[src/common/bus_params.svh]
`ifndef BUS_PARAMS_SVH
`define BUS_PARAMS_SVH

// Fast cycles per slow tick, 2 or more.
`define BUS_CLOCK_RATIO 4

// RAM depth in 32-bit words.
`define BUS_RAM_WORDS 256

// Address map.
`define BUS_RAM_BASE 32'h0000_0000
`define BUS_TIMER_BASE 32'h1000_0000 // Count, compare and flag words.

`endif

[src/common/bus_pkg.sv]
`default_nettype none

package bus_pkg;

  // Byte address.
  typedef logic [31:0] addr_t;

  typedef logic [31:0] data_t;

  // One write enable per byte, all zero for a read.
  typedef logic [3:0] strobe_t;

  // Request, held steady by the requester until ready.
  typedef struct packed {
    logic    valid;
    addr_t   addr;
    data_t   wdata;
    strobe_t wstrb;
  } mem_req_t;

  // Response. ready marks the cycle that carries rdata.
  typedef struct packed {
    logic  ready;
    data_t rdata;
  } mem_rsp_t;

  // Bridge FSM.
  typedef enum logic [1:0] {
    idle,     // Waiting for a fast request.
    launch,   // Request held, waiting for a tick.
    wait_rsp, // Slow valid raised.
    reply     // Fast ready pulse.
  } bridge_state_t;

endpackage

`default_nettype wire

[src/verilog/slow_fabric.sv]
`default_nettype none

`include "bus_params.svh"

module slow_fabric (
  input  logic              clock,
  input  logic              reset,
  input  logic              slow_tick,
  input  bus_pkg::mem_req_t slow_req,
  output bus_pkg::mem_rsp_t slow_rsp,
  output bus_pkg::mem_req_t ram_req,
  input  bus_pkg::mem_rsp_t ram_rsp,
  output bus_pkg::mem_req_t timer_req,
  input  bus_pkg::mem_rsp_t timer_rsp
);
  import bus_pkg::*;

  localparam addr_t ram_base    = `BUS_RAM_BASE;
  localparam addr_t ram_bytes   = addr_t'(`BUS_RAM_WORDS * 4);
  localparam addr_t timer_base  = `BUS_TIMER_BASE;
  localparam addr_t timer_bytes = addr_t'(12); // Three words.

  addr_t ram_offset;
  addr_t timer_offset;
  logic  ram_hit;
  logic  timer_hit;
  logic  unmapped_hit;
  logic  unmapped_ready;
  data_t ram_rdata;
  data_t timer_rdata;

  // Offsets wrap below the base, so one compare covers each range.
  assign ram_offset   = slow_req.addr - ram_base;
  assign timer_offset = slow_req.addr - timer_base;

  assign ram_hit      = (ram_offset < ram_bytes);
  assign timer_hit    = (timer_offset < timer_bytes) && !ram_hit;
  assign unmapped_hit = !ram_hit && !timer_hit;

  always_comb begin
    ram_req         = slow_req;
    ram_req.valid   = slow_req.valid && ram_hit;
    timer_req       = slow_req;
    timer_req.valid = slow_req.valid && timer_hit;
  end

  // Unmapped responder, same handshake as a target.
  always_ff @(posedge clock) begin
    if (!reset) begin
      unmapped_ready <= 1'b0;
    end else if (slow_tick) begin
      unmapped_ready <= slow_req.valid && unmapped_hit && !unmapped_ready;
    end
  end

  // Only a ready target contributes data.
  assign ram_rdata   = ram_rsp.ready ? ram_rsp.rdata : '0;
  assign timer_rdata = timer_rsp.ready ? timer_rsp.rdata : '0;

  always_comb begin
    slow_rsp.ready = ram_rsp.ready || timer_rsp.ready || unmapped_ready;
    slow_rsp.rdata = ram_rdata | timer_rdata;
  end

endmodule

`default_nettype wire

[config.mk]
export PLATFORM = sky130hd
export DESIGN_NAME = slow_fabric
export DESIGN_NICKNAME = d
export VERILOG_FILES = /design/src/common/bus_pkg.sv /design/src/verilog/slow_fabric.sv
export VERILOG_INCLUDE_DIRS = /design/src /design/src/common
export SDC_FILE = /design/constraint.sdc
export NUM_CORES = 1
export LEC_CHECK = 0
export BUFFER_PORTS_ARGS = -buffer_cell sky130_fd_sc_hd__buf_2
export CORE_AREA = 2 2 119 121
export DETAILED_ROUTE_END_ITERATION = 6
export DIE_AREA = 0 0 121 123
export PLACE_DENSITY_LB_ADDON = 0.25
export SYNTH_ARGS = -nofsm -noshare
export SYNTH_HDL_FRONTEND = slang
export SYNTH_SLANG_ARGS = --single-unit
export TNS_END_PERCENT = 20
[constraint.sdc]
create_clock -name clock -period 1.95 [get_ports clock]
set_clock_uncertainty 0.2 [all_clocks]
set_input_delay 0.195 -clock clock [delete_from_list [all_inputs] [get_ports clock]]
set_output_delay 0.195 -clock clock [all_outputs]
set_load 0.02 [all_outputs]
==> results.toml <==
[layout]
layout_fillers = 1592
multiInputGateArea_um2 = 418
largest_register_ffs = 1
finalNonFillerCells = 429
max_flop_register = "unmapped_ready"
number_of_inserted_diodes = 0
sequential_cell_area_um2 = 20.0
final_layout_size_suffix_gt1_share_pct = 79.1
areaGrowthSynthToFinish_pct = 9.70
reg.largest.list = "unmapped_ready (1)"
final_net_count = 389

[worst_hold_path]
min_from = "slow_req[36]"
hold_path_class = "in2out"
whs_endpoint = "timer_req[36]"
min_path_cells = 0

[routing]
postRouteAntennaNets = 0
drt_drc_violations_left = 0
wl_per_cell_um = 10.5
detail_route.first_pass.iterations = 3
route.final.wire_length_mm = 4.49
per_cell_via_count_in_the_routed_design = 3.18
route.vias.total = 1363
drt_iter0_markers = 20

[floorplanning]
floorplan.rows = 43
die_w_um = 121
start_util_pct = 11.0
boundaryPins = 309
design.core.area_um2 = 13600
floorplan.die_area_um2 = 14900
floorplan.die.height_um = 123

[synth]
yosys-top-cells-count = "buf_4, a22o_1, buf_2"
synth.most_common_cell = "buf_4"
synthCells = 198
synthFlopType = "dfxtp_1"
yosys_register_bits = 1
synth.area.top_cells = "buf_4, a22o_1, buf_2"
synth_top_area_share_pct = 68.2
synth-async-reset-ratio_pct = 0
ys_types = 19
synth-seq-area-share_pct = 1.34
synth_area_per_cell_um2 = 7.56
syn-num-nets = 336
synth_area_leader_cell = "buf_4"
number_of_flops_mapped_to_enable_cells_by_yosys = 0
synth_warnings = 0
synthesis.area_um2 = 1500

[critical_path]
required_ns = 1.55
reg2reg_from = "unmapped_ready"
setup.worst_path.start_class = "primary input"
crit_type = "in2out"
r2r_end = "unmapped_ready"
reg2reg_slack_ns = 0.86
highest_net_fanout_along_the_worst_path = 3
cp_data_arrival_time_ns = 1.32
r2r.worst_path.cells = 3
setup.worst_path.start = "slow_req[60]"
cp-end-kind = "primary output"

[cts]
cts_hold_buffers = 0
postCtsResizedCells = 0
post_cts_buffers = 0
worst_skew_pair.late_latency_ns = 0

[placement]
placed_cells = 429
port-buffer-count = 194
gp_routability_congestion = 0.639

[sta]
setup_violations = 0
unrepaired_setup_endpoints_after_global_routing = "false"
final_max_slew_viol_count = 0
worstMarginPinSlew_ns = 0.627
setup_tns_ns = 0
max_freq_mhz = 583
fin_worst_hold_slack_ns = 0.190
worst_slew_margin_rel_pct = 58.2
finalCritPeriodShare_pct = 87.9
finalHoldViolations = 0
finalCriticalPeriod_ns = 1.71

[global_route]
grt_remaining_overflow = 0
grt_pass1_wl_mm = 5.60
grt_antenna_before_repair = 0
grt_util_all_layers_pct = 4.67
largest_net_degree_at_the_start_of_global_routing = 34
first_global_vias = 1130

[power]
power.leakage_nw = 0.952
powerDensity_nw_per_um2 = 298
worst_ir_drop_vdd_uv = 68.8

[status]
result_of_the_run = "finished, final reports clean"

[flow_run]
max-cap-violations = 0
## logic make-up (layout without fill, tap and decap cells)
logic type / Yosys count / count (layout) / share of synthesized area [%]
buffers and inverters: 144 / 195 / 70.7
AO/OA/AOI/OAI: 34 / 34 / 19.6
flip-flops: 1 / 1 / 1.34
AND/OR/NAND/NOR: 19 / 19 / 8.36
## cell usage in the layout, fill, tap and decap left out
master,instances
dfxtp_1,1
nand3b_1,1
a22o_1,32
nor4b_2,1
buf_2,194
o211ai_1,1
nor3_1,1
buf_4,1
and3_1,1
and4b_1,1
or3_1,1
nor4_2,1
and3b_1,1
nand4_1,1
nor4_1,4
nor2_1,2
o21ai_0,1
nand2_1,4
## stage by stage
step                cell area, µm²  worst slack, ns  util, %  power, W
floorplan                     1500            0.595        -  0.000581
global placement              1640            0.211     12.1  0.000495
detailed placement            1640            0.178     12.1  0.000495
CTS                           1640            0.182     12.1  0.000496
global route                  1640            0.103     12.1  0.000525
finish                        1640            0.235     12.1  0.000489
## critical path, stage by stage
cell	delay, ns
buf_2	0.11
nor4_1	0.42
nand2_1	0.15
nor2_1	0.13
and3b_1	0.16
buf_2	0.16
## final cells by class
| class | count | share of cell area [%] |
|---|---|---|
| multi-input combinational | 53 | 25.5 |
| sequential | 1 | 1.22 |
| timing repair buffer | 195 | 59.6 |
| tap | 180 | 13.7 |
## worst max-delay path by stage
stage / endpoint / cells after the start
6_report: ram_req[68] / 6
5_1_grt: timer_req[68] / 6
4_1_cts: timer_req[68] / 6
3_5_place_dp: timer_req[68] / 6
3_3_place_gp: timer_req[68] / 6
2_1_floorplan: timer_req[68] / 4
## power breakdown
| group | switching [W] | leakage, nW | internal [W] |
|---|---|---|---|
| combinational | 0.000272 | 0.943 | 0.000192 |
| clock | 0 | 0 | 0 |
| sequential | 0.00000191 | 0.00828 | 0.0000228 |
## routing by layer
metal  up-vias  global-route usage, %  wire length (µm)
met5         -                      0                 0
met4         0                   2.91               236
met3        29                   1.01               550
met2       110                   8.57              2190
met1       581                   4.83              1510
li1        643                      -                 -
No activity file was read; power rests on OpenSTA's default activity.
