**src/common/bus_params.svh**
```systemverilog
`ifndef BUS_PARAMS_SVH
`define BUS_PARAMS_SVH

// Fast cycles per slow tick, 2 or more.
`define BUS_CLOCK_RATIO 4

// RAM depth in 32-bit words.
`define BUS_RAM_WORDS 256

// Address map.
`define BUS_RAM_BASE 32'h0000_0000
`define BUS_TIMER_BASE 32'h1000_0000 // Count, compare and flag words.

`endif

```
**src/common/bus_pkg.sv**
```systemverilog
`default_nettype none

package bus_pkg;

  // Byte address.
  typedef logic [31:0] addr_t;

  typedef logic [31:0] data_t;

  // One write enable per byte, all zero for a read.
  typedef logic [3:0] strobe_t;

  // Request, held steady by the requester until ready.
  typedef struct packed {
    logic    valid;
    addr_t   addr;
    data_t   wdata;
    strobe_t wstrb;
  } mem_req_t;

  // Response. ready marks the cycle that carries rdata.
  typedef struct packed {
    logic  ready;
    data_t rdata;
  } mem_rsp_t;

  // Bridge FSM.
  typedef enum logic [1:0] {
    idle,     // Waiting for a fast request.
    launch,   // Request held, waiting for a tick.
    wait_rsp, // Slow valid raised.
    reply     // Fast ready pulse.
  } bridge_state_t;

endpackage

`default_nettype wire

```
**src/verilog/slow_timer.sv**
```systemverilog
`default_nettype none

`include "bus_params.svh"

module slow_timer (
  input  logic              clock,
  input  logic              reset,
  input  logic              slow_tick,
  input  bus_pkg::mem_req_t req,
  output bus_pkg::mem_rsp_t rsp
);
  import bus_pkg::*;

  localparam addr_t base = `BUS_TIMER_BASE;

  addr_t      offset;
  logic [1:0] sel;
  logic       accept;
  logic       write;
  logic       count_write;
  logic       compare_write;
  logic       match_clear;
  logic       match_hit;
  data_t      count_q;
  data_t      compare_q;
  logic       match_q;
  logic       ready_q;
  data_t      read_word;
  data_t      rdata_q;

  function automatic data_t merge_bytes(data_t old_word, data_t new_word, strobe_t strobe);
    data_t result;
    result = old_word;
    for (int b = 0; b < 4; b++) begin
      if (strobe[b]) begin
        result[8*b +: 8] = new_word[8*b +: 8];
      end
    end
    return result;
  endfunction

  assign offset = req.addr - base;
  assign sel    = offset[3:2];
  assign accept = slow_tick && req.valid && !ready_q;
  assign write  = |req.wstrb;

  assign count_write   = accept && write && (sel == 2'd0);
  assign compare_write = accept && write && (sel == 2'd1);
  assign match_clear   = accept && write && (sel == 2'd2) && req.wstrb[0] && req.wdata[0];
  assign match_hit     = (count_q == compare_q);

  always_ff @(posedge clock) begin
    if (!reset) begin
      count_q   <= '0;
      compare_q <= '1; // Far from count after reset.
      match_q   <= 1'b0;
      ready_q   <= 1'b0;
    end else if (slow_tick) begin
      ready_q <= accept;
      if (count_write) begin
        count_q <= merge_bytes(count_q, req.wdata, req.wstrb);
      end else begin
        count_q <= count_q + 1'b1;
      end
      if (compare_write) begin
        compare_q <= merge_bytes(compare_q, req.wdata, req.wstrb);
      end
      // A new match beats a clear in the same tick.
      match_q <= (match_q && !match_clear) || match_hit;
    end
  end

  always_comb begin
    case (sel)
      2'd0:    read_word = count_q;
      2'd1:    read_word = compare_q;
      2'd2:    read_word = {31'b0, match_q};
      default: read_word = '0;
    endcase
  end

  always_ff @(posedge clock) begin
    if (accept) begin
      rdata_q <= write ? '0 : read_word;
    end
  end

  assign rsp.ready = ready_q;
  assign rsp.rdata = rdata_q;

endmodule

`default_nettype wire

```
**config.mk**
```make
export PLATFORM = sky130hd
export DESIGN_NAME = slow_timer
export DESIGN_NICKNAME = d
export VERILOG_FILES = /design/src/common/bus_pkg.sv /design/src/verilog/slow_timer.sv
export VERILOG_INCLUDE_DIRS = /design/src /design/src/common
export SDC_FILE = /design/constraint.sdc
export NUM_CORES = 1
export LEC_CHECK = 0
export ABC_AREA = 1
export BUFFER_PORTS_ARGS = -buffer_cell sky130_fd_sc_hd__buf_2
export CAP_MARGIN = 10
export CORE_UTILIZATION = 45
export DETAILED_ROUTE_END_ITERATION = 10
export PLACE_DENSITY = 0.78
export SKIP_CTS_REPAIR_TIMING = 1
export SLEW_MARGIN = 10
export SYNTH_ARGS = -nofsm -noshare
export SYNTH_HDL_FRONTEND = slang
export SYNTH_SLANG_ARGS = --single-unit
```
**constraint.sdc**
```tcl
create_clock -name clock -period 5.05 [get_ports clock]
set_input_delay 1.515 -clock clock [delete_from_list [all_inputs] [get_ports clock]]
set_output_delay 1.515 -clock clock [all_outputs]
set_load 0.05 [all_outputs]
```
==> results of run 1 <==
logic make-up after synthesis:
family | Yosys count
compound gates | 158
simple gates | 433
fa+ha+maj | 1
xor+xnor | 15
flops | 98
buf+inv | 129
worst reg2reg max path: stages, from the launching register on:
cell	delay, ns
dfxtp_1	0.34
nor2_4	0.14
buf_4	0.44
nand3_2	0.20
nor2_2	0.65
o221ai_1	0.20
per-stage QoR:
stage	area, um2	instances	setup WS [ns]
floorplan	5610	834	2.02
global placement	6100	1050	1.29
detailed placement	6100	1050	1.26
CTS	6370	1066	1.60
global route	6370	1066	1.42
finish	6370	1066	1.58
area by class of cell:
type	count	area (um2)	share of cell area, %
sequential	98	2280	35.8
timing repair buffer	80	415	6.52
multi-input combinational	607	2820	44.3
inverter	97	364	5.71
clock buffer	14	264	4.14
tap	168	210	3.30
clock inverter	2	12.5	0.196
power breakdown:
group          switching [uW]  internal, uW  total (uW)
Sequential               25.6           837         862
Clock                     298           361         659
Combinational             148          60.9         209
final timing paths:
path	endpoint	slack [ns]
worst min-delay path	match_q$_SDFFE_PN0P_	0.50
worst min register to register	match_q$_SDFFE_PN0P_	0.50
worst max register to register	compare_q[31]$_SDFFE_PN1P_	2.91
worst max-delay path	count_q[0]$_SDFFE_PN0P_	1.58
routing by layer:
metal / part of all wire [%] / up-vias
li1: - / 2789
met1: 46 / 2619
met2: 43 / 269
met3: 7.5 / 37
met4: 3.3 / 0
met5: 0 / -
registers in the layout, indices dropped and copies added (netlist names):
| signal | flops |
|---|---|
| compare_q | 32 |
| count_q | 32 |
| match_q | 1 |
| rdata_q | 32 |
| ready_q | 1 |
layout by cell type (no fill, tap or decap):
cell type     n
inv_2         8
clkbuf_8      2
and2_1        1
xnor2_1       9
or2_2         2
clkinvlp_4    1
buf_4         6
o21ai_2       2
nand2_4       1
o221ai_1      6
ha_1          1
nand2_1     298
nand3_1      48
clkbuf_16     9
nand3_2       1
nand4_1       2
edfxtp_1     32
a21oi_1      83
or2_1         1
inv_1        89
nor2_1       55
or2_0         2
nand3b_1      4
nor2_4        2
a31o_2        1
buf_2        74
nand2_2       4
nand4_4       1
o22ai_1       2
o21ai_0      57
dfxtp_1      66
clkbuf_1      3
nand3_4       1
o21ai_1       3
nor2_8        2
o211ai_1      4
nor2_2        8
xor2_1        6
clkinv_2      1
==> results.py, run 1 <==
metrics = {
    "outcome": {
        "status": "finished, final reports clean",
    },
    "place": {
        "place_congestion": 0.921,
        "hpwl_um": 11500,
        "port_buffers": 74,
    },
    "worst_setup_path": {
        "crit_type": "in2reg",
        "arrival_ns": 3.68,
        "critPathRequiredTime_ns": 5.26,
        "cpPeakStageDelay_ns": 0.54,
        "cp_max_fo": 35,
        "crit_path_cell_trace": "buf_2 -> inv_2 -> nand4_4 -> nand3_4 -> nand2_4 -> nand2_2 -> inv_2 -> nand2_1 -> a21oi_1",
        "cp_slowest_cell": "nand4_4",
        "crit_cells": 9,
        "r2r_start": "ready_q$_SDFFE_PN0P_",
        "path_buf_inv": 3,
        "rr_worst_depth": 5,
        "start_kind": "input pin",
        "end_kind": "flip-flop",
        "setup.worst_path.start": "req[1]",
        "crit_family": "simple AND/OR/NAND/NOR gates",
        "cp_common_cell": "inv_2",
    },
    "power": {
        "total_power_uw": 1730,
        "vdd_drop_max_uv": 128,
        "p_leak_uw": 0.00278,
        "powerDensity_nw_per_um2": 271,
    },
    "yosys": {
        "yosysMostFrequentCell": "nand2_1",
        "ys_warn_count": 0,
        "synth_common_cells": "nand2_1, inv_1, a21oi_1, dfxtp_1",
        "synthCells": 834,
        "syn_nets": 907,
        "ys_seq_area_share_pct": 40.7,
        "netlist_top_cells_area": "dfxtp_1, nand2_1, edfxtp_1",
        "synthSimpleGateAreaFrac_pct": 32.8,
        "synth_edf_count": 32,
        "ys.flop_type": "dfxtp_1",
        "syn_area_per_cell_um2": 6.73,
        "synthMuxAreaShare_pct": 0,
        "synth_top_family_by_area": "simple AND/OR/NAND/NOR gates",
        "synth_area_um2": 5610,
        "synth_top_area_share_pct": 23.6,
        "synth_fa_ha_area_share_pct": 0.223,
        "synth_xor_area_share_pct": 2.34,
        "ys_types": 38,
        "synth_largest_area_cell": "dfxtp_1",
        "synth_compound_gate_area_share_pct": 14.9,
        "synth_async_sr_flop_share_pct": 0,
        "yosys_register_bits": 98,
    },
    "worst_hold_path": {
        "hold-path-cell-count": 2,
        "hp-class": "reg2reg",
        "hold_start": "match_q$_SDFFE_PN0P_",
    },
    "floorplanning": {
        "io_pins": 105,
        "fp.dieArea_um2": 12900,
        "placementRows": 40,
        "start_util_pct": 46.5,
        "fp.dieW_um": 114,
        "coreArea_um2": 12100,
        "die_h_um": 114,
    },
    "global_route": {
        "grt-busiest-layer": "met2",
        "grt_pass1_wl_um": 26500,
        "antenna_found_initial": 0,
        "globalRoute.totalOverflow": 0,
        "grtUsageMet3_pct": 4.04,
        "grt_max_degree": 48,
        "met2_usage_pct": 40.0,
        "grt_usage_pct": 26.8,
        "grt_pass1_vias": 5123,
        "use_met1_pct": 37.7,
    },
    "drt": {
        "drtIter0Drc": 519,
        "drc_errors": 0,
        "post_drt_wl_per_cell_um": 15.5,
        "dr.pass1.iters": 5,
        "vias_per_cell": 5.36,
        "route.vias.total": 5714,
        "routed_wl_um": 16500,
        "ant_nets": 0,
    },
    "cells_and_area": {
        "fin_util_pct": 52.8,
        "drive_above_1_share_pct": 14.0,
        "area.growth.synth_to_final_pct": 13.6,
        "fill_cells": 1227,
        "final_nets": 966,
        "n_antenna_cell": 0,
    },
    "clock_network": {
        "clk_pin_slew_ns": 0.07,
        "cts_buffers": 9,
        "clk_latency_ns": 0.35,
        "root_buffer": "clkbuf_16",
        "cts_tree": "yes",
        "cts_max_level": 3,
        "cts_buffer_depth": 2,
        "clock_sinks": 98,
    },
    "sta": {
        "setup_viol": 0,
        "min_period_over_period_pct": 68.6,
        "fin_skew_ns": 0.00876,
        "fin_crit_ns": 3.47,
        "slew_viol_final": 0,
        "worst_pin_slew_ns": 0.776,
        "fin_setup_tns_ns": 0,
        "rsz0062_at_grt": "false",
        "max-slew-margin-rel_pct": 48.2,
        "fmax_mhz": 288,
        "finalHoldViolCount": 0,
        "whs_ns": 0.496,
    },
    "run": {
        "cap_violations": 0,
    },
}
Power figures use the tool's default switching activity.
==> inputs of run 2 (changes only) <==
- PLACE_DENSITY: 0.78 -> 0.8
- clock period: 5.05 -> 3 ns (I/O delays scaled with it)
==> run 2 against run 1 <==
  * Non-clock buffer count increased by 4
  * Sequential cell count unchanged
  * Sequential share of layout area decreased by 0.31 points
  * First-iteration DRC count decreased by 18%
  * Core utilization increased by 0.46 points
  * Combinational power increased by 69%
  * Critical endpoint is now count_q[2]$_SDFFE_PN0P_
  * Largest cell class unchanged
  * Highest routed layer unchanged
==> results.py, run 2 (same netlist as run 1, synthesis figures left out) <==
metrics = {
    "worst_setup_path": {
        "path_buf_inv": 3,
        "cpPeakStageDelay_ns": 0.27,
        "crit_type": "in2reg",
        "start_kind": "input pin",
        "end_kind": "flip-flop",
        "cp_max_fo": 25,
        "crit_path_cell_trace": "buf_2 -> inv_2 -> nand4_4 -> nand3_4 -> nand2_4 -> nand2_2 -> inv_2 -> nor2_1 -> nor2_1",
        "cp_slowest_cell": "nand4_4",
        "crit_cells": 9,
        "crit_family": "simple AND/OR/NAND/NOR gates",
        "critPathRequiredTime_ns": 3.24,
        "arrival_ns": 2.39,
        "rr_worst_depth": 10,
    },
    "sta": {
        "finalHoldViolCount": 0,
        "fin_crit_ns": 2.16,
        "setup_viol": 0,
        "fmax_mhz": 463,
        "worst_pin_slew_ns": 0.574,
        "min_period_over_period_pct": 71.9,
        "fin_setup_tns_ns": 0,
        "rsz0062_at_grt": "false",
        "slew_viol_final": 0,
        "max-slew-margin-rel_pct": 61.6,
        "fin_skew_ns": 0.00586,
    },
    "clock_network": {
        "cts_tree": "yes",
        "cts_buffer_depth": 2,
        "root_buffer": "clkbuf_16",
        "clock_sinks": 98,
        "cts_max_level": 3,
        "clk_latency_ns": 0.35,
        "cts_buffers": 9,
        "clk_pin_slew_ns": 0.07,
    },
    "place": {
        "place_congestion": 0.957,
        "hpwl_um": 11600,
        "port_buffers": 74,
    },
    "run": {
        "cap_violations": 0,
    },
    "global_route": {
        "grt_max_degree": 35,
        "antenna_found_initial": 0,
        "grt_pass1_wl_um": 26100,
        "globalRoute.totalOverflow": 0,
        "grt_pass1_vias": 4985,
        "grt_usage_pct": 26.6,
    },
    "cells_and_area": {
        "final_common_cell": "nand2_1",
        "reg_top3": "compare_q (32), count_q (32), rdata_q (32)",
        "area.growth.synth_to_final_pct": 14.6,
        "final_cell_mix": "nand2_1, inv_1, a21oi_1, buf_2, dfxtp_1",
        "final_nets": 970,
        "n_antenna_cell": 0,
        "drive_above_1_share_pct": 14.3,
    },
    "drt": {
        "drtIter0Drc": 426,
        "routed_wl_um": 16300,
        "ant_nets": 0,
        "drc_errors": 0,
        "route.vias.total": 5609,
        "post_drt_wl_per_cell_um": 15.2,
        "vias_per_cell": 5.24,
        "dr.pass1.iters": 7,
    },
    "floorplanning": {
        "fp.dieArea_um2": 12900,
        "placementRows": 40,
        "coreArea_um2": 12100,
        "start_util_pct": 46.5,
        "die_h_um": 114,
        "fp.dieW_um": 114,
        "io_pins": 105,
    },
    "outcome": {
        "status": "finished, final reports clean",
    },
    "power": {
        "p_leak_uw": 0.00281,
        "pwr-share-seq_pct": 49.0,
        "power_switching_uw": 783,
        "switching_share_pct": 26.4,
        "powerDensity_nw_per_um2": 461,
        "pwr-share-clk_pct": 39.1,
        "vdd_drop_max_uv": 235,
        "total_power_uw": 2960,
        "intPower_uw": 2180,
        "pwr-share-comb_pct": 11.9,
    },
    "worst_hold_path": {
        "hp-class": "reg2reg",
        "hold-path-cell-count": 2,
    },
}
-- run 2: changes by cell type in the layout (fill, tap and decap cells not counted), sizes merged --
| cell | change |
|---|---|
| clkinvlp | -1 |
| clkinv | +1 |
| buf | +4 |
| clkbuf | -1 |
| bufinv | +1 |
-- run 2: area by class of cell --
class	instances	area, um2
Clock buffer	13	250
Fill cell	1205	5630
Sequential cell	98	2280
Inverter	97	364
Timing Repair Buffer	84	458
Clock inverter	3	38.8
Multi-Input combinational cell	607	2820
Tap cell	168	210
-- run 2: worst paths after layout --
kind                                start  slack (ns)                  endpoint
hold reg to reg      match_q$_SDFFE_PN0P_        0.50      match_q$_SDFFE_PN0P_
setup / recovery                   req[1]        0.84   count_q[2]$_SDFFE_PN0P_
setup reg to reg  count_q[0]$_SDFFE_PN0P_        0.95  count_q[22]$_SDFFE_PN0P_
hold / removal       match_q$_SDFFE_PN0P_        0.50      match_q$_SDFFE_PN0P_
-- run 2: layer usage --
| layer | wire, um | GRT usage [%] | up-vias | part of all wire, % |
|---|---|---|---|---|
| li1 | - | - | 2802 | - |
| met1 | 7410 | 37.6 | 2534 | 46 |
| met2 | 7170 | 40.5 | 246 | 44 |
| met3 | 1240 | 3.77 | 27 | 7.6 |
| met4 | 441 | 11.2 | 0 | 2.7 |
| met5 | 0 | 0 | - | 0 |
-- run 2: stage by stage --
step                hold WS [ns]  utilization (%)  cells  setup WS [ns]  cell area (um2)
floorplan                  0.454                -    834          0.581             5610
global placement           0.470             50.9   1054          0.541             6140
detailed placement         0.485             50.9   1054          0.494             6140
CTS                        0.496             53.3   1070          0.862             6430
global route               0.519             53.3   1070          0.720             6430
finish                     0.498             53.3   1070          0.842             6430
-- run 2: tightest hold or removal path: stages, from the launching register on --
cell and delay (ns):
dfxtp_1 0.31, o21ai_0 0.07, a21oi_1 0.07
-- run 2: power by group through the flow --
| stage | combinational (uW) | sequential [uW] | clock [uW] |
|---|---|---|---|
| 2_1_floorplan | 194 | 1510 | 0 |
| 3_3_place_gp | 345 | 1480 | 0 |
| 3_5_place_dp | 350 | 1480 | 0 |
| 4_1_cts | 351 | 1450 | 1160 |
| 5_1_grt | 390 | 1460 | 1230 |
| 6_report | 354 | 1450 | 1160 |
==> inputs of run 3 (changes only) <==
- PLACE_DENSITY: 0.8 -> 0.78
- clock period: 3 -> 2.05 ns (I/O delays scaled with it)
==> run 3 against run 2 <==
  * Routed wire length grew 2.9%
  * Power increased by 53%
  * Global-route usage is 0.39 points higher
  * Clock power increased by 59%
  * Core utilization increased by 1.7 points
  * Critical path depth increased by 1
  * Worst setup slack worse by 0.62 ns
  * Via count increased by 1.1%
  * Combinational power is 55% higher
  * Count of clock-buffer cells in the layout shrank 2
  * Critical path type is now reg2reg
  * Largest power group unchanged
==> results.py, run 3 (same netlist as run 1, synthesis figures left out) <==
metrics = {
    "outcome": {
        "status": "finished, final reports clean",
    },
    "sta": {
        "max-slew-margin-rel_pct": 72.0,
        "fin_skew_ns": 0.00718,
        "fin_setup_tns_ns": 0,
        "min_period_over_period_pct": 89.3,
        "slew_viol_final": 0,
        "fin_crit_ns": 1.83,
        "worst_pin_slew_ns": 0.419,
        "setup_viol": 0,
        "finalHoldViolCount": 0,
        "rsz0062_at_grt": "false",
        "fmax_mhz": 546,
    },
    "cells_and_area": {
        "reg_top3": "compare_q (32), count_q (32), rdata_q (32)",
        "final_common_cell": "nand2_1",
        "area.growth.synth_to_final_pct": 18.3,
        "stdcell_area_um2": 6640,
        "drive_above_1_share_pct": 16.0,
        "n_antenna_cell": 0,
        "final_cell_mix": "nand2_1, inv_1, a21oi_1, buf_2, dfxtp_1",
        "final_nets": 985,
    },
    "global_route": {
        "grt_pass1_vias": 5111,
        "grt_max_degree": 48,
        "grt_pass1_wl_um": 26700,
        "grt_usage_pct": 27.0,
        "antenna_found_initial": 0,
        "globalRoute.totalOverflow": 0,
    },
    "floorplanning": {
        "fp.dieArea_um2": 12900,
        "start_util_pct": 46.5,
        "fp.dieW_um": 114,
        "die_h_um": 114,
        "coreArea_um2": 12100,
        "placementRows": 40,
        "io_pins": 105,
    },
    "clock_network": {
        "cts_buffers": 9,
        "clk_latency_ns": 0.36,
        "root_buffer": "clkbuf_16",
        "clock_sinks": 98,
        "cts_buffer_depth": 2,
        "clk_pin_slew_ns": 0.07,
        "cts_tree": "yes",
        "cts_max_level": 3,
    },
    "drt": {
        "vias_per_cell": 5.23,
        "route.vias.total": 5673,
        "routed_wl_um": 16700,
        "post_drt_wl_per_cell_um": 15.4,
        "dr.pass1.iters": 5,
        "drtIter0Drc": 581,
        "drc_errors": 0,
        "ant_nets": 0,
    },
    "worst_setup_path": {
        "crit_path_cell_trace": "ha_1 -> nand2_1 -> nor2_2 -> nand2_2 -> nor2_2 -> nand2_1 -> nand2_1 -> nand3_1 -> nand2_1 -> a21oi_1",
        "cp_max_fo": 6,
        "r2r_start": "count_q[0]$_SDFFE_PN0P_",
        "rr_worst_depth": 10,
        "timing.rr.end": "count_q[26]$_SDFFE_PN0P_",
        "cpPeakStageDelay_ns": 0.45,
        "crit_type": "reg2reg",
        "cp_slowest_cell": "dfxtp_1",
        "end_kind": "flip-flop",
        "r2r_slack_ns": 0.22,
        "start_kind": "flip-flop",
        "cp_common_cell": "nand2_1",
        "arrival_ns": 2.07,
        "critPathRequiredTime_ns": 2.29,
    },
    "worst_hold_path": {
        "hold_start": "req[25]",
        "hold-path-cell-count": 3,
        "hp-class": "in2reg",
        "min_to": "compare_q[21]$_SDFFE_PN1P_",
    },
    "run": {
        "cap_violations": 0,
    },
    "place": {
        "place_congestion": 0.958,
        "port_buffers": 74,
        "placed_area_um2": 6310,
        "hpwl_um": 12000,
    },
    "power": {
        "p_leak_uw": 0.00292,
        "vdd_drop_max_uv": 383,
        "powerDensity_nw_per_um2": 681,
    },
}
run 3: cell types whose count changed in the layout (fill, tap and decap cells not counted), sizes merged:
cell and delta:
buf +15, bufinv +1, clkbuf -2, clkinvlp +1
run 3: report_power, final:
| part | internal, uW | switching, uW |
|---|---|---|
| Combinational | 175 | 373 |
| Sequential | 2060 | 61.3 |
| Clock | 1100 | 752 |
| Total | 3330 | 1190 |
run 3: stage by stage:
step,hold slack (ns),setup WS (ns),total power [uW],cells,util [%]
final,0.484,0.219,4520,1085,55.0
after global routing,0.486,0.0689,4660,1085,55.0
after CTS,0.486,0.225,4520,1085,55.0
after detailed placement,0.483,0.0778,2700,1069,52.4
after global placement,0.471,0.100,2700,1069,52.4
after floorplan,0.454,-0.0548,2500,834,-
run 3: how the worst max path moves through the flow:
stage	start	end	slack, ns	depth (start not counted)
after global placement	req[1]	count_q[0]$_SDFFE_PN0P_	0.10	9
final	count_q[0]$_SDFFE_PN0P_	count_q[26]$_SDFFE_PN0P_	0.22	10
after detailed placement	req[1]	count_q[0]$_SDFFE_PN0P_	0.08	9
after floorplan	req[68]	count_q[11]$_SDFFE_PN0P_	-0.05	7
after global routing	count_q[0]$_SDFFE_PN0P_	count_q[18]$_SDFFE_PN0P_	0.07	9
after CTS	count_q[0]$_SDFFE_PN0P_	count_q[26]$_SDFFE_PN0P_	0.23	10
run 3: metal layers:
| layer | track usage (%) | vias up | wire [um] |
|---|---|---|---|
| li1 | - | 2828 | - |
| met1 | 36.4 | 2588 | 7270 |
| met2 | 44.0 | 231 | 7710 |
| met3 | 3.29 | 26 | 1350 |
| met4 | 10.6 | 0 | 411 |
| met5 | 0 | - | 0 |
run 3: layout make-up:
type,count,area [um2]
repair buffers,99,621
multi-input cells,607,2840
flip-flops and latches,98,2280
clock inverters,5,77.6
clock buffers,11,243
fillers,1200,5430
well taps,168,210
inverters,97,364
run 3: worst max-delay path, delay by kind of cell, from the launching register on:
kind	cells	cell delay, ns
simple gates	8	0.99
compound gates	1	0.06
flops	1	0.45
fa+ha+maj	1	0.20
