### src/common/bus_params.svh
`ifndef BUS_PARAMS_SVH
`define BUS_PARAMS_SVH

// Fast cycles per slow tick, 2 or more.
`define BUS_CLOCK_RATIO 4

// RAM depth in 32-bit words.
`define BUS_RAM_WORDS 256

// Address map.
`define BUS_RAM_BASE 32'h0000_0000
`define BUS_TIMER_BASE 32'h1000_0000 // Count, compare and flag words.

`endif

### src/common/bus_pkg.sv
`default_nettype none

package bus_pkg;

  // Byte address.
  typedef logic [31:0] addr_t;

  typedef logic [31:0] data_t;

  // One write enable per byte, all zero for a read.
  typedef logic [3:0] strobe_t;

  // Request, held steady by the requester until ready.
  typedef struct packed {
    logic    valid;
    addr_t   addr;
    data_t   wdata;
    strobe_t wstrb;
  } mem_req_t;

  // Response. ready marks the cycle that carries rdata.
  typedef struct packed {
    logic  ready;
    data_t rdata;
  } mem_rsp_t;

  // Bridge FSM.
  typedef enum logic [1:0] {
    idle,     // Waiting for a fast request.
    launch,   // Request held, waiting for a tick.
    wait_rsp, // Slow valid raised.
    reply     // Fast ready pulse.
  } bridge_state_t;

endpackage

`default_nettype wire

### src/bridge/rate_bridge.sv
`default_nettype none

`include "bus_params.svh"

module rate_bridge (
  input  logic              clock,
  input  logic              reset,
  input  bus_pkg::mem_req_t fast_req,
  output bus_pkg::mem_rsp_t fast_rsp,
  output logic              slow_tick,
  output bus_pkg::mem_req_t slow_req,
  input  bus_pkg::mem_rsp_t slow_rsp
);
  import bus_pkg::*;

  localparam int ratio = `BUS_CLOCK_RATIO;
  localparam int count_width = $clog2(ratio);
  localparam logic [count_width-1:0] count_last = count_width'(ratio - 1);

  logic [count_width-1:0] tick_count;
  bridge_state_t          state;
  logic                   slow_valid;
  mem_req_t               held_req;
  data_t                  held_rdata;
  logic                   take_req;
  logic                   take_rsp;

  // Slow tick generator.
  always_ff @(posedge clock) begin
    if (!reset) begin
      tick_count <= '0;
    end else if (slow_tick) begin
      tick_count <= '0;
    end else begin
      tick_count <= tick_count + 1'b1;
    end
  end

  assign slow_tick = (tick_count == count_last);

  assign take_req = (state == idle) && fast_req.valid;
  assign take_rsp = (state == wait_rsp) && slow_tick && slow_rsp.ready;

  always_ff @(posedge clock) begin
    if (!reset) begin
      state      <= idle;
      slow_valid <= 1'b0;
    end else begin
      case (state)
        idle: begin
          if (fast_req.valid) begin
            state <= launch;
          end
        end
        launch: begin
          if (slow_tick) begin
            slow_valid <= 1'b1; // Held for whole slow periods.
            state      <= wait_rsp;
          end
        end
        wait_rsp: begin
          if (take_rsp) begin
            slow_valid <= 1'b0;
            state      <= reply;
          end
        end
        reply: begin
          // The requester may still show the old request this cycle.
          state <= idle;
        end
        default: begin
          state <= idle;
        end
      endcase
    end
  end

  // Request copy and captured read data.
  always_ff @(posedge clock) begin
    if (take_req) begin
      held_req <= fast_req;
    end
    if (take_rsp) begin
      held_rdata <= slow_rsp.rdata;
    end
  end

  always_comb begin
    slow_req       = held_req;
    slow_req.valid = slow_valid;
  end

  always_comb begin
    fast_rsp.ready = (state == reply);
    fast_rsp.rdata = (state == reply) ? held_rdata : '0; // Zero between replies.
  end

endmodule

`default_nettype wire

### config.mk
export PLATFORM = sky130hd
export DESIGN_NAME = rate_bridge
export DESIGN_NICKNAME = d
export VERILOG_FILES = /design/src/common/bus_pkg.sv /design/src/bridge/rate_bridge.sv
export VERILOG_INCLUDE_DIRS = /design/src /design/src/common
export SDC_FILE = /design/constraint.sdc
export NUM_CORES = 1
export LEC_CHECK = 0
export BUFFER_PORTS_ARGS = -buffer_cell sky130_fd_sc_hd__buf_2
export CAP_MARGIN = 40
export CORE_MARGIN = 2
export CORE_UTILIZATION = 39
export DETAILED_ROUTE_END_ITERATION = 12
export PLACE_DENSITY = 0.76
export RECOVER_POWER = 50
export SYNTH_ARGS = -nofsm -noshare
export SYNTH_HDL_FRONTEND = slang
export SYNTH_SLANG_ARGS = --single-unit
export TNS_END_PERCENT = 30
### constraint.sdc
create_clock -name clock -period 2.6 [get_ports clock]
set_input_delay 0.39 -clock clock [delete_from_list [all_inputs] [get_ports clock]]
set_output_delay 0.39 -clock clock [all_outputs]
set_load 0.03 [all_outputs]
==> results of run 1 <==
==> worst max-delay path by stage <==
stage / start / endpoint / slack [ns] / cells after the start
floorplan: state[0] / slow_req[0] / 0.71 / 3
global placement: state[0] / fast_rsp[13] / 0.82 / 3
detailed placement: state[0] / fast_rsp[14] / 0.69 / 3
CTS: state[0] / fast_rsp[14] / 0.29 / 3
global route: state[0] / fast_rsp[14] / 0.11 / 3
finish: state[1] / fast_rsp[7] / 0.33 / 3
==> sequential cells by signal, indices dropped and copies added, names as in the netlist <==
| register | cells |
|---|---|
| tick_count | 2 |
| held_rdata | 32 |
| slow_req | 68 |
| slow_valid | 1 |
| state | 2 |
==> where the power goes <==
group / internal (uW) / leakage (uW) / switching, uW
logic: 300 / 0.000935 / 920
clock network: 374 / 0.0000961 / 563
registers: 2200 / 0.000978 / 74.0
total: 2880 / 0.00201 / 1560
==> critical path, stage by stage (launching register included) <==
cell and delay [ns]:
sky130_fd_sc_hd__dfxtp_1 0.39, sky130_fd_sc_hd__ha_1 0.70, sky130_fd_sc_hd__and2_1 0.24, sky130_fd_sc_hd__buf_2 0.20
==> layer usage <==
| layer | vias up | share of wire |
|---|---|---|
| li1 | 1040 | - |
| met1 | 989 | 0.35 |
| met2 | 135 | 0.50 |
| met3 | 9 | 0.13 |
| met4 | 0 | 0.019 |
| met5 | - | 0 |
==> kinds of logic (layout without fill, tap and decap cells) <==
| kind of cell | Yosys count | in the layout | synth area share |
|---|---|---|---|
| flip-flops | 105 | 105 | 0.8826 |
| AND/OR/NAND/NOR | 40 | 40 | 0.06975 |
| buffers and inverters | 9 | 228 | 0.01067 |
| AO/OA/AOI/OAI | 6 | 6 | 0.01637 |
| adder cells (fa/ha/maj) | 5 | 5 | 0.01779 |
| multiplexers | 1 | 1 | 0.002847 |
==> cells in the final DEF, fill, tap and decap left out <==
master / instances
sky130_fd_sc_hd__o221a_1: 1
sky130_fd_sc_hd__clkinv_4: 2
sky130_fd_sc_hd__mux2i_1: 1
sky130_fd_sc_hd__clkinv_8: 1
sky130_fd_sc_hd__inv_1: 4
sky130_fd_sc_hd__inv_8: 1
sky130_fd_sc_hd__nand2_1: 3
sky130_fd_sc_hd__buf_2: 155
sky130_fd_sc_hd__o2bb2ai_1: 1
sky130_fd_sc_hd__ha_1: 5
sky130_fd_sc_hd__a21oi_1: 1
sky130_fd_sc_hd__and2_1: 33
sky130_fd_sc_hd__nor3b_1: 1
sky130_fd_sc_hd__dfxtp_1: 5
sky130_fd_sc_hd__clkinv_1: 1
sky130_fd_sc_hd__inv_6: 2
sky130_fd_sc_hd__clkbuf_8: 9
sky130_fd_sc_hd__edfxtp_1: 100
sky130_fd_sc_hd__buf_12: 1
sky130_fd_sc_hd__and2_2: 1
sky130_fd_sc_hd__and3_1: 1
sky130_fd_sc_hd__clkbuf_1: 52
sky130_fd_sc_hd__a221oi_2: 1
sky130_fd_sc_hd__a21o_1: 1
sky130_fd_sc_hd__o21ba_1: 1
sky130_fd_sc_hd__and3_2: 1
==> per-stage QoR <==
stage	util	hold WS (ns)	area (um^2)	instances	total power, uW
after floorplan	-	0.4049	3517	166	3172
after global placement	0.5372	0.4156	4684	477	3570
after detailed placement	0.5372	0.4244	4684	477	3598
after CTS	0.5590	0.1797	4875	493	4544
after global routing	0.5517	0.1678	4811	493	4651
final	0.5517	0.2023	4811	493	4434
==> layout make-up <==
| type | instances | area, um^2 | share of cell area |
|---|---|---|---|
| Sequential cell | 105 | 3103 | 0.6450 |
| Timing Repair Buffer | 207 | 987.2 | 0.2052 |
| Multi-Input combinational cell | 52 | 376.6 | 0.07828 |
| Tap cell | 108 | 135.1 | 0.02809 |
| Clock buffer | 10 | 127.6 | 0.02653 |
| Clock inverter | 6 | 62.56 | 0.01300 |
| Inverter | 5 | 18.77 | 0.003901 |
==> metrics.txt, run 1 <==
# TYPE chip_impl_metric gauge
chip_impl_metric{name="cts_setup_buffers",unit=""} 0
chip_impl_metric{name="clk_pin_slew_worst_paths",unit="ns"} 0.11
chip_impl_metric{name="final_layout_size_suffix_gt1_frac",unit=""} 0.4519
chip_impl_metric{name="synthesis.area",unit="um^2"} 3516
chip_impl_info{name="run_status",value="complete, no violations"} 1
chip_impl_info{name="cp-start-kind",value="flip-flop"} 1
chip_impl_metric{name="grt_antenna_before_repair",unit=""} 0
chip_impl_metric{name="synth_top_area_frac",unit=""} 0.8541
chip_impl_metric{name="first_global_vias",unit=""} 2122
chip_impl_metric{name="use_met1",unit=""} 0.1558
chip_impl_metric{name="min_delay_path_depth",unit=""} 1
chip_impl_metric{name="yosysSeqAreaShare",unit=""} 0.8826
chip_impl_metric{name="die-area",unit="um^2"} 9790
chip_impl_metric{name="cp.arrival",unit="ns"} 1.88
chip_impl_metric{name="vias",unit=""} 2173
chip_impl_metric{name="clkLatencyLatePin",unit="ns"} 0.35
chip_impl_metric{name="ys_async_sr_fraction",unit=""} 0
chip_impl_metric{name="drt_wl_total",unit="um"} 7198
chip_impl_metric{name="ys_types",unit=""} 19
chip_impl_metric{name="cts.sinks",unit=""} 105
chip_impl_metric{name="grt.total_usage",unit=""} 0.1441
chip_impl_info{name="crit_path_end_kind",value="output port"} 1
chip_impl_metric{name="route.detailed.drc",unit=""} 0
chip_impl_metric{name="detail_route.wl_per_cell",unit="um"} 14.60
chip_impl_metric{name="clock_tree.buffer_depth",unit=""} 2
chip_impl_metric{name="cts.hold.buffers_added",unit=""} 0
chip_impl_metric{name="power_per_cell_area",unit="nW/um^2"} 921.6
chip_impl_metric{name="cts-buffers-inserted",unit=""} 9
chip_impl_metric{name="grt_first_pass_wirelength",unit="um"} 10680
chip_impl_metric{name="portBuffers",unit=""} 206
chip_impl_metric{name="detail_route.vias_per_cell",unit=""} 4.408
chip_impl_info{name="clock-root-buffer",value="sky130_fd_sc_hd__clkbuf_8"} 1
chip_impl_metric{name="layout.filler_cells",unit=""} 704
chip_impl_metric{name="drt_pass1_iterations",unit=""} 4
chip_impl_metric{name="antennaDiodeCount",unit=""} 0
chip_impl_metric{name="synth_cells",unit=""} 166
chip_impl_metric{name="fp.dieW",unit="um"} 98.95
chip_impl_info{name="hold-path-endpoint",value="slow_req[22]"} 1
chip_impl_metric{name="finalSetupTns",unit="ns"} 0
chip_impl_info{name="hold_class",value="in2reg"} 1
chip_impl_metric{name="final-hold-violation-count",unit=""} 0
chip_impl_metric{name="finalCritPeriodShare",unit=""} 0.8736
chip_impl_metric{name="synthesis.nets",unit=""} 275
chip_impl_metric{name="floorplan.die.height",unit="um"} 98.95
chip_impl_info{name="synth_area_leaders",value="sky130_fd_sc_hd__edfxtp_1, sky130_fd_sc_hd__and2_1, sky130_fd_sc_hd__dfxtp_1"} 1
chip_impl_info{name="synthDominantAreaCellType",value="sky130_fd_sc_hd__edfxtp_1"} 1
chip_impl_metric{name="drt_iter0_drc",unit=""} 59
chip_impl_metric{name="groute.layer.met2.usage",unit=""} 0.2401
chip_impl_metric{name="worstRegToRegCells",unit=""} 3
chip_impl_metric{name="worstMarginPinSlew",unit="ns"} 0.8020
chip_impl_metric{name="initial_core_utilization",unit=""} 0.4032
chip_impl_info{name="synthMostInstantiatedCell",value="sky130_fd_sc_hd__edfxtp_1"} 1
chip_impl_metric{name="postRouteAntennaNets",unit=""} 0
chip_impl_info{name="grt.busiest_layer",value="met2"} 1
chip_impl_metric{name="globalRouteOverflowTotal",unit=""} 0
chip_impl_metric{name="synth_seq_cells",unit=""} 105
chip_impl_info{name="worstSetupPathType",value="reg2out"} 1
chip_impl_metric{name="finalWorstPathRequiredPeriod",unit="ns"} 2.271
chip_impl_metric{name="setup_slack",unit="ns"} 0.3287
chip_impl_metric{name="synth_enable_flop_cells",unit=""} 100
chip_impl_info{name="synth.top_cells.by_count",value="sky130_fd_sc_hd__edfxtp_1, sky130_fd_sc_hd__and2_1, sky130_fd_sc_hd__dfxtp_1, sky130_fd_sc_hd__ha_1, sky130_fd_sc_hd__inv_1"} 1
chip_impl_metric{name="final-setup-viol-count",unit=""} 0
chip_impl_info{name="grt_setup_unrepaired",value="false"} 1
chip_impl_metric{name="boundary_pin_count",unit=""} 207
chip_impl_metric{name="total_leakage_power",unit="uW"} 0.002010
chip_impl_metric{name="crit_required",unit="ns"} 2.21
chip_impl_metric{name="slew_violations",unit=""} 0
chip_impl_metric{name="routabilityCongestion",unit=""} 0.7866
chip_impl_metric{name="placement.setup.worst_slack",unit="ns"} 0.6948
chip_impl_metric{name="max_h_tree_level",unit=""} 3
chip_impl_info{name="worstReg2RegEnd",value="held_rdata[11]"} 1
chip_impl_info{name="dominantRegCellSynth",value="sky130_fd_sc_hd__edfxtp_1"} 1
chip_impl_info{name="cts_tree",value="done"} 1
chip_impl_metric{name="cts_repair_resize_count",unit=""} 0
chip_impl_metric{name="fmax",unit="MHz"} 440.3
chip_impl_metric{name="rows",unit=""} 34
chip_impl_info{name="crit-reg2reg-launch",value="state[0]"} 1
chip_impl_metric{name="maximum_number_of_pins_on_one_net_before_global_route_repair",unit=""} 69
chip_impl_metric{name="synth.yosys.warnings",unit=""} 0
chip_impl_metric{name="max_slew_margin",unit=""} 0.4654
chip_impl_metric{name="detailedPlacementHpwl",unit="um"} 5520
chip_impl_metric{name="reg2reg_setup_slack",unit="ns"} 0.86
chip_impl_info{name="worst_hold_startpoint",value="fast_req[22]"} 1
chip_impl_metric{name="syn_to_final_growth",unit="%"} 36.83
chip_impl_metric{name="post_synth.cell_area_avg",unit="um^2"} 21.18
chip_impl_metric{name="final_worst_clock_skew",unit="ns"} 0.01440
chip_impl_metric{name="worst_path_max_fanout",unit=""} 33
chip_impl_metric{name="max_cap_viol_count",unit=""} 0
chip_impl_metric{name="globalRouteMet3Util",unit=""} 0.07518
chip_impl_metric{name="core",unit="um^2"} 8721
chip_impl_metric{name="final_nets",unit=""} 489
chip_impl_metric{name="ir_worst_vdd",unit="V"} 0.0005310
Note: power is estimated with default switching activity, not from simulation.
==> inputs of run 2 (changes only) <==
--- a/config.mk
+++ b/config.mk
@@ -8,10 +8,12 @@
 export LEC_CHECK = 0
 export BUFFER_PORTS_ARGS = -buffer_cell sky130_fd_sc_hd__buf_2
 export CAP_MARGIN = 40
+export CELL_PAD_IN_SITES_DETAIL_PLACEMENT = 1
+export CELL_PAD_IN_SITES_GLOBAL_PLACEMENT = 2
 export CORE_MARGIN = 2
-export CORE_UTILIZATION = 39
+export CORE_UTILIZATION = 25
 export DETAILED_ROUTE_END_ITERATION = 12
-export PLACE_DENSITY = 0.76
+export PLACE_DENSITY_LB_ADDON = 0.1
 export RECOVER_POWER = 50
 export SYNTH_ARGS = -nofsm -noshare
 export SYNTH_HDL_FRONTEND = slang
==> run 2 against run 1 <==
Setup slack better by 0.32 ns. First-iteration DRC count is 69% higher. Critical path type unchanged. Cell count is 15% higher. Critical path depth is 1 higher. Via count is 2.4% higher. Sequential share of layout area is 2.2 points lower. Die area is 54% higher. Sequential cell count stayed put. Power is 7.6% higher. Non-clock buffer count is 1 higher. Clock power is 33% higher. Routed wire length is 18% higher.
==> metrics.txt, run 2 (synthesized netlist as in run 1, its figures left out) <==
# TYPE chip_impl_metric gauge
chip_impl_metric{name="worstRegToRegCells",unit=""} 3
chip_impl_metric{name="core",unit="um^2"} 13830
chip_impl_metric{name="grt.total_usage",unit=""} 0.1130
chip_impl_info{name="hold-path-endpoint",value="slow_req[36]"} 1
chip_impl_metric{name="floorplan.die.height",unit="um"} 122.6
chip_impl_metric{name="final_nets",unit=""} 490
chip_impl_info{name="clock-root-buffer",value="sky130_fd_sc_hd__clkbuf_16"} 1
chip_impl_metric{name="clk_pin_slew_worst_paths",unit="ns"} 0.08
chip_impl_metric{name="delay_contributed_by_the_slowest_stage_of_the_critical_path",unit="ns"} 0.39
chip_impl_metric{name="worst_path_max_fanout",unit=""} 33
chip_impl_info{name="grt_setup_unrepaired",value="false"} 1
chip_impl_metric{name="fp.dieW",unit="um"} 122.6
chip_impl_metric{name="syn_to_final_growth",unit="%"} 41.74
chip_impl_metric{name="netSwitchingPower",unit="uW"} 1615
chip_impl_info{name="path_delay_family",value="buffers and inverters"} 1
chip_impl_metric{name="drt_wl_total",unit="um"} 8510
chip_impl_metric{name="drt_pass1_iterations",unit=""} 2
chip_impl_metric{name="intPower",unit="uW"} 3156
chip_impl_metric{name="cp.arrival",unit="ns"} 1.56
chip_impl_metric{name="grt_first_pass_wirelength",unit="um"} 12140
chip_impl_metric{name="max_slew_margin",unit=""} 0.5096
chip_impl_metric{name="total_leakage_power",unit="uW"} 0.002044
chip_impl_metric{name="rows",unit=""} 43
chip_impl_metric{name="cts.hold.buffers_added",unit=""} 0
chip_impl_metric{name="min_delay_path_depth",unit=""} 1
chip_impl_info{name="final_common_cell",value="sky130_fd_sc_hd__buf_2"} 1
chip_impl_metric{name="antennaDiodeCount",unit=""} 0
chip_impl_metric{name="pwr-share-seq",unit=""} 0.478
chip_impl_metric{name="power_per_cell_area",unit="nW/um^2"} 957.4
chip_impl_metric{name="buffers_and_inverters_on_the_worst_path",unit=""} 2
chip_impl_metric{name="finalCritPeriodShare",unit=""} 0.7500
chip_impl_metric{name="boundary_pin_count",unit=""} 207
chip_impl_info{name="ordered_cell_list_for_the_critical_path",value="ha_1, buf_4, and2_1, buf_2"} 1
chip_impl_metric{name="die-area",unit="um^2"} 15030
chip_impl_metric{name="grt_antenna_before_repair",unit=""} 0
chip_impl_info{name="worstSetupPathType",value="reg2out"} 1
chip_impl_metric{name="first_global_vias",unit=""} 2273
chip_impl_metric{name="vias",unit=""} 2226
chip_impl_metric{name="final-hold-violation-count",unit=""} 0
chip_impl_metric{name="reg2reg_setup_slack",unit="ns"} 0.82
chip_impl_metric{name="initial_core_utilization",unit=""} 0.2543
chip_impl_info{name="cts_tree",value="done"} 1
chip_impl_metric{name="routabilityCongestion",unit=""} 0.6755
chip_impl_metric{name="detail_route.wl_per_cell",unit="um"} 15.04
chip_impl_info{name="run_status",value="complete, no violations"} 1
chip_impl_info{name="most-common-layout-cells",value="sky130_fd_sc_hd__buf_2, sky130_fd_sc_hd__edfxtp_1, sky130_fd_sc_hd__clkbuf_1, sky130_fd_sc_hd__and2_1, sky130_fd_sc_hd__clkbuf_16"} 1
chip_impl_metric{name="worstMarginPinSlew",unit="ns"} 0.7357
chip_impl_metric{name="drt_iter0_drc",unit=""} 100
chip_impl_metric{name="max_cap_viol_count",unit=""} 0
chip_impl_metric{name="portBuffers",unit=""} 206
chip_impl_metric{name="utilization",unit=""} 0.3604
chip_impl_metric{name="final_worst_clock_skew",unit="ns"} 0.008293
chip_impl_metric{name="clock_tree.buffer_depth",unit=""} 2
chip_impl_info{name="worst_hold_startpoint",value="fast_req[36]"} 1
chip_impl_metric{name="detail_route.vias_per_cell",unit=""} 3.933
chip_impl_info{name="crit_path_end_kind",value="output port"} 1
chip_impl_metric{name="cts_setup_buffers",unit=""} 0
chip_impl_metric{name="max_h_tree_level",unit=""} 3
chip_impl_metric{name="power.switching_fraction",unit=""} 0.3385
chip_impl_metric{name="crit_required",unit="ns"} 2.21
chip_impl_metric{name="clkLatencyLatePin",unit="ns"} 0.35
chip_impl_metric{name="finalSetupTns",unit="ns"} 0
chip_impl_metric{name="globalRouteOverflowTotal",unit=""} 0
chip_impl_metric{name="p_comb_frac",unit=""} 0.259
chip_impl_info{name="hold_class",value="in2reg"} 1
chip_impl_metric{name="final-setup-viol-count",unit=""} 0
chip_impl_metric{name="largest_register_ff_count",unit=""} 68
chip_impl_info{name="slowest_stage",value="sky130_fd_sc_hd__dfxtp_1"} 1
chip_impl_metric{name="finalWorstPathRequiredPeriod",unit="ns"} 1.950
chip_impl_metric{name="power_frac_clock",unit=""} 0.263
chip_impl_metric{name="slew_violations",unit=""} 0
chip_impl_info{name="worstReg2RegEnd",value="held_rdata[3]"} 1
chip_impl_info{name="crit-reg2reg-launch",value="state[0]"} 1
chip_impl_metric{name="final_layout_size_suffix_gt1_frac",unit=""} 0.4430
chip_impl_metric{name="cts-buffers-inserted",unit=""} 9
chip_impl_metric{name="cts_repair_resize_count",unit=""} 0
chip_impl_metric{name="route.detailed.drc",unit=""} 0
chip_impl_info{name="cp-start-kind",value="flip-flop"} 1
chip_impl_metric{name="cts.sinks",unit=""} 105
chip_impl_metric{name="fmax",unit="MHz"} 512.8
chip_impl_metric{name="maximum_number_of_pins_on_one_net_before_global_route_repair",unit=""} 69
chip_impl_metric{name="postRouteAntennaNets",unit=""} 0
chip_impl_metric{name="ir_worst_vdd",unit="V"} 0.0004729
[run 2: cell types whose count changed in the layout (fill, tap and decap cells not counted)]
cell,before,now
sky130_fd_sc_hd__buf_2,155,152
sky130_fd_sc_hd__buf_4,0,1
sky130_fd_sc_hd__and2_1,33,32
sky130_fd_sc_hd__clkinv_1,1,3
sky130_fd_sc_hd__inv_8,1,0
sky130_fd_sc_hd__inv_6,2,3
sky130_fd_sc_hd__clkinv_8,1,0
sky130_fd_sc_hd__clkinv_4,2,0
sky130_fd_sc_hd__and2_0,0,1
sky130_fd_sc_hd__clkbuf_1,52,54
sky130_fd_sc_hd__clkinv_2,0,2
sky130_fd_sc_hd__clkbuf_8,9,0
sky130_fd_sc_hd__clkbuf_16,0,9
[run 2: final cells by class]
type                            count  area [um^2]
Fill cell                        1490         8843
Sequential cell                   105         3103
Timing Repair Buffer              208        991.0
Multi-Input combinational cell     52        376.6
Clock buffer                        9        225.2
Tap cell                          180        225.2
Clock inverter                      7        43.79
Inverter                            5        18.77
[run 2: how the worst max path moves through the flow]
stage               startpoint              to  slack, ns  cells after the start
finish                state[0]    fast_rsp[30]       0.65                      4
global route          state[0]    fast_rsp[30]       0.52                      4
CTS                   state[0]    fast_rsp[30]       0.61                      4
detailed placement    state[0]  held_rdata[12]       0.77                      3
global placement      state[0]   held_rdata[6]       0.85                      3
floorplan             state[0]     slow_req[0]       0.71                      3
[run 2: metrics by stage]
stage               instance area [um^2]  cells  hold WS [ns]  worst slack [ns]  total power, uW
global placement                    4782    550        0.4112            0.8468             3618
CTS                                 5051    566        0.1929            0.6067             4911
floorplan                           3517    166        0.4049            0.7055             3172
finish                              4984    566        0.2111            0.6501             4771
global route                        4984    566        0.1948            0.5163             5005
detailed placement                  4782    550        0.4267            0.7687             3635
[run 2: power by group through the flow]
stage / Sequential [uW] / Combinational (uW) / Clock (uW)
2_1_floorplan: 2810 / 366 / 0
3_3_place_gp: 2300 / 1320 / 0
3_5_place_dp: 2320 / 1320 / 0
4_1_cts: 2280 / 1320 / 1310
5_1_grt: 2320 / 1330 / 1360
6_report: 2280 / 1240 / 1250
[run 2: metal layers]
metal | vias to the layer above | track usage | routed length [um]
li1 | 1047 | - | -
met2 | 136 | 0.1670 | 3784
met3 | 17 | 0.06599 | 1173
met4 | 0 | 0.07471 | 289
met1 | 1026 | 0.1223 | 3263
met5 | - | 0 | 0
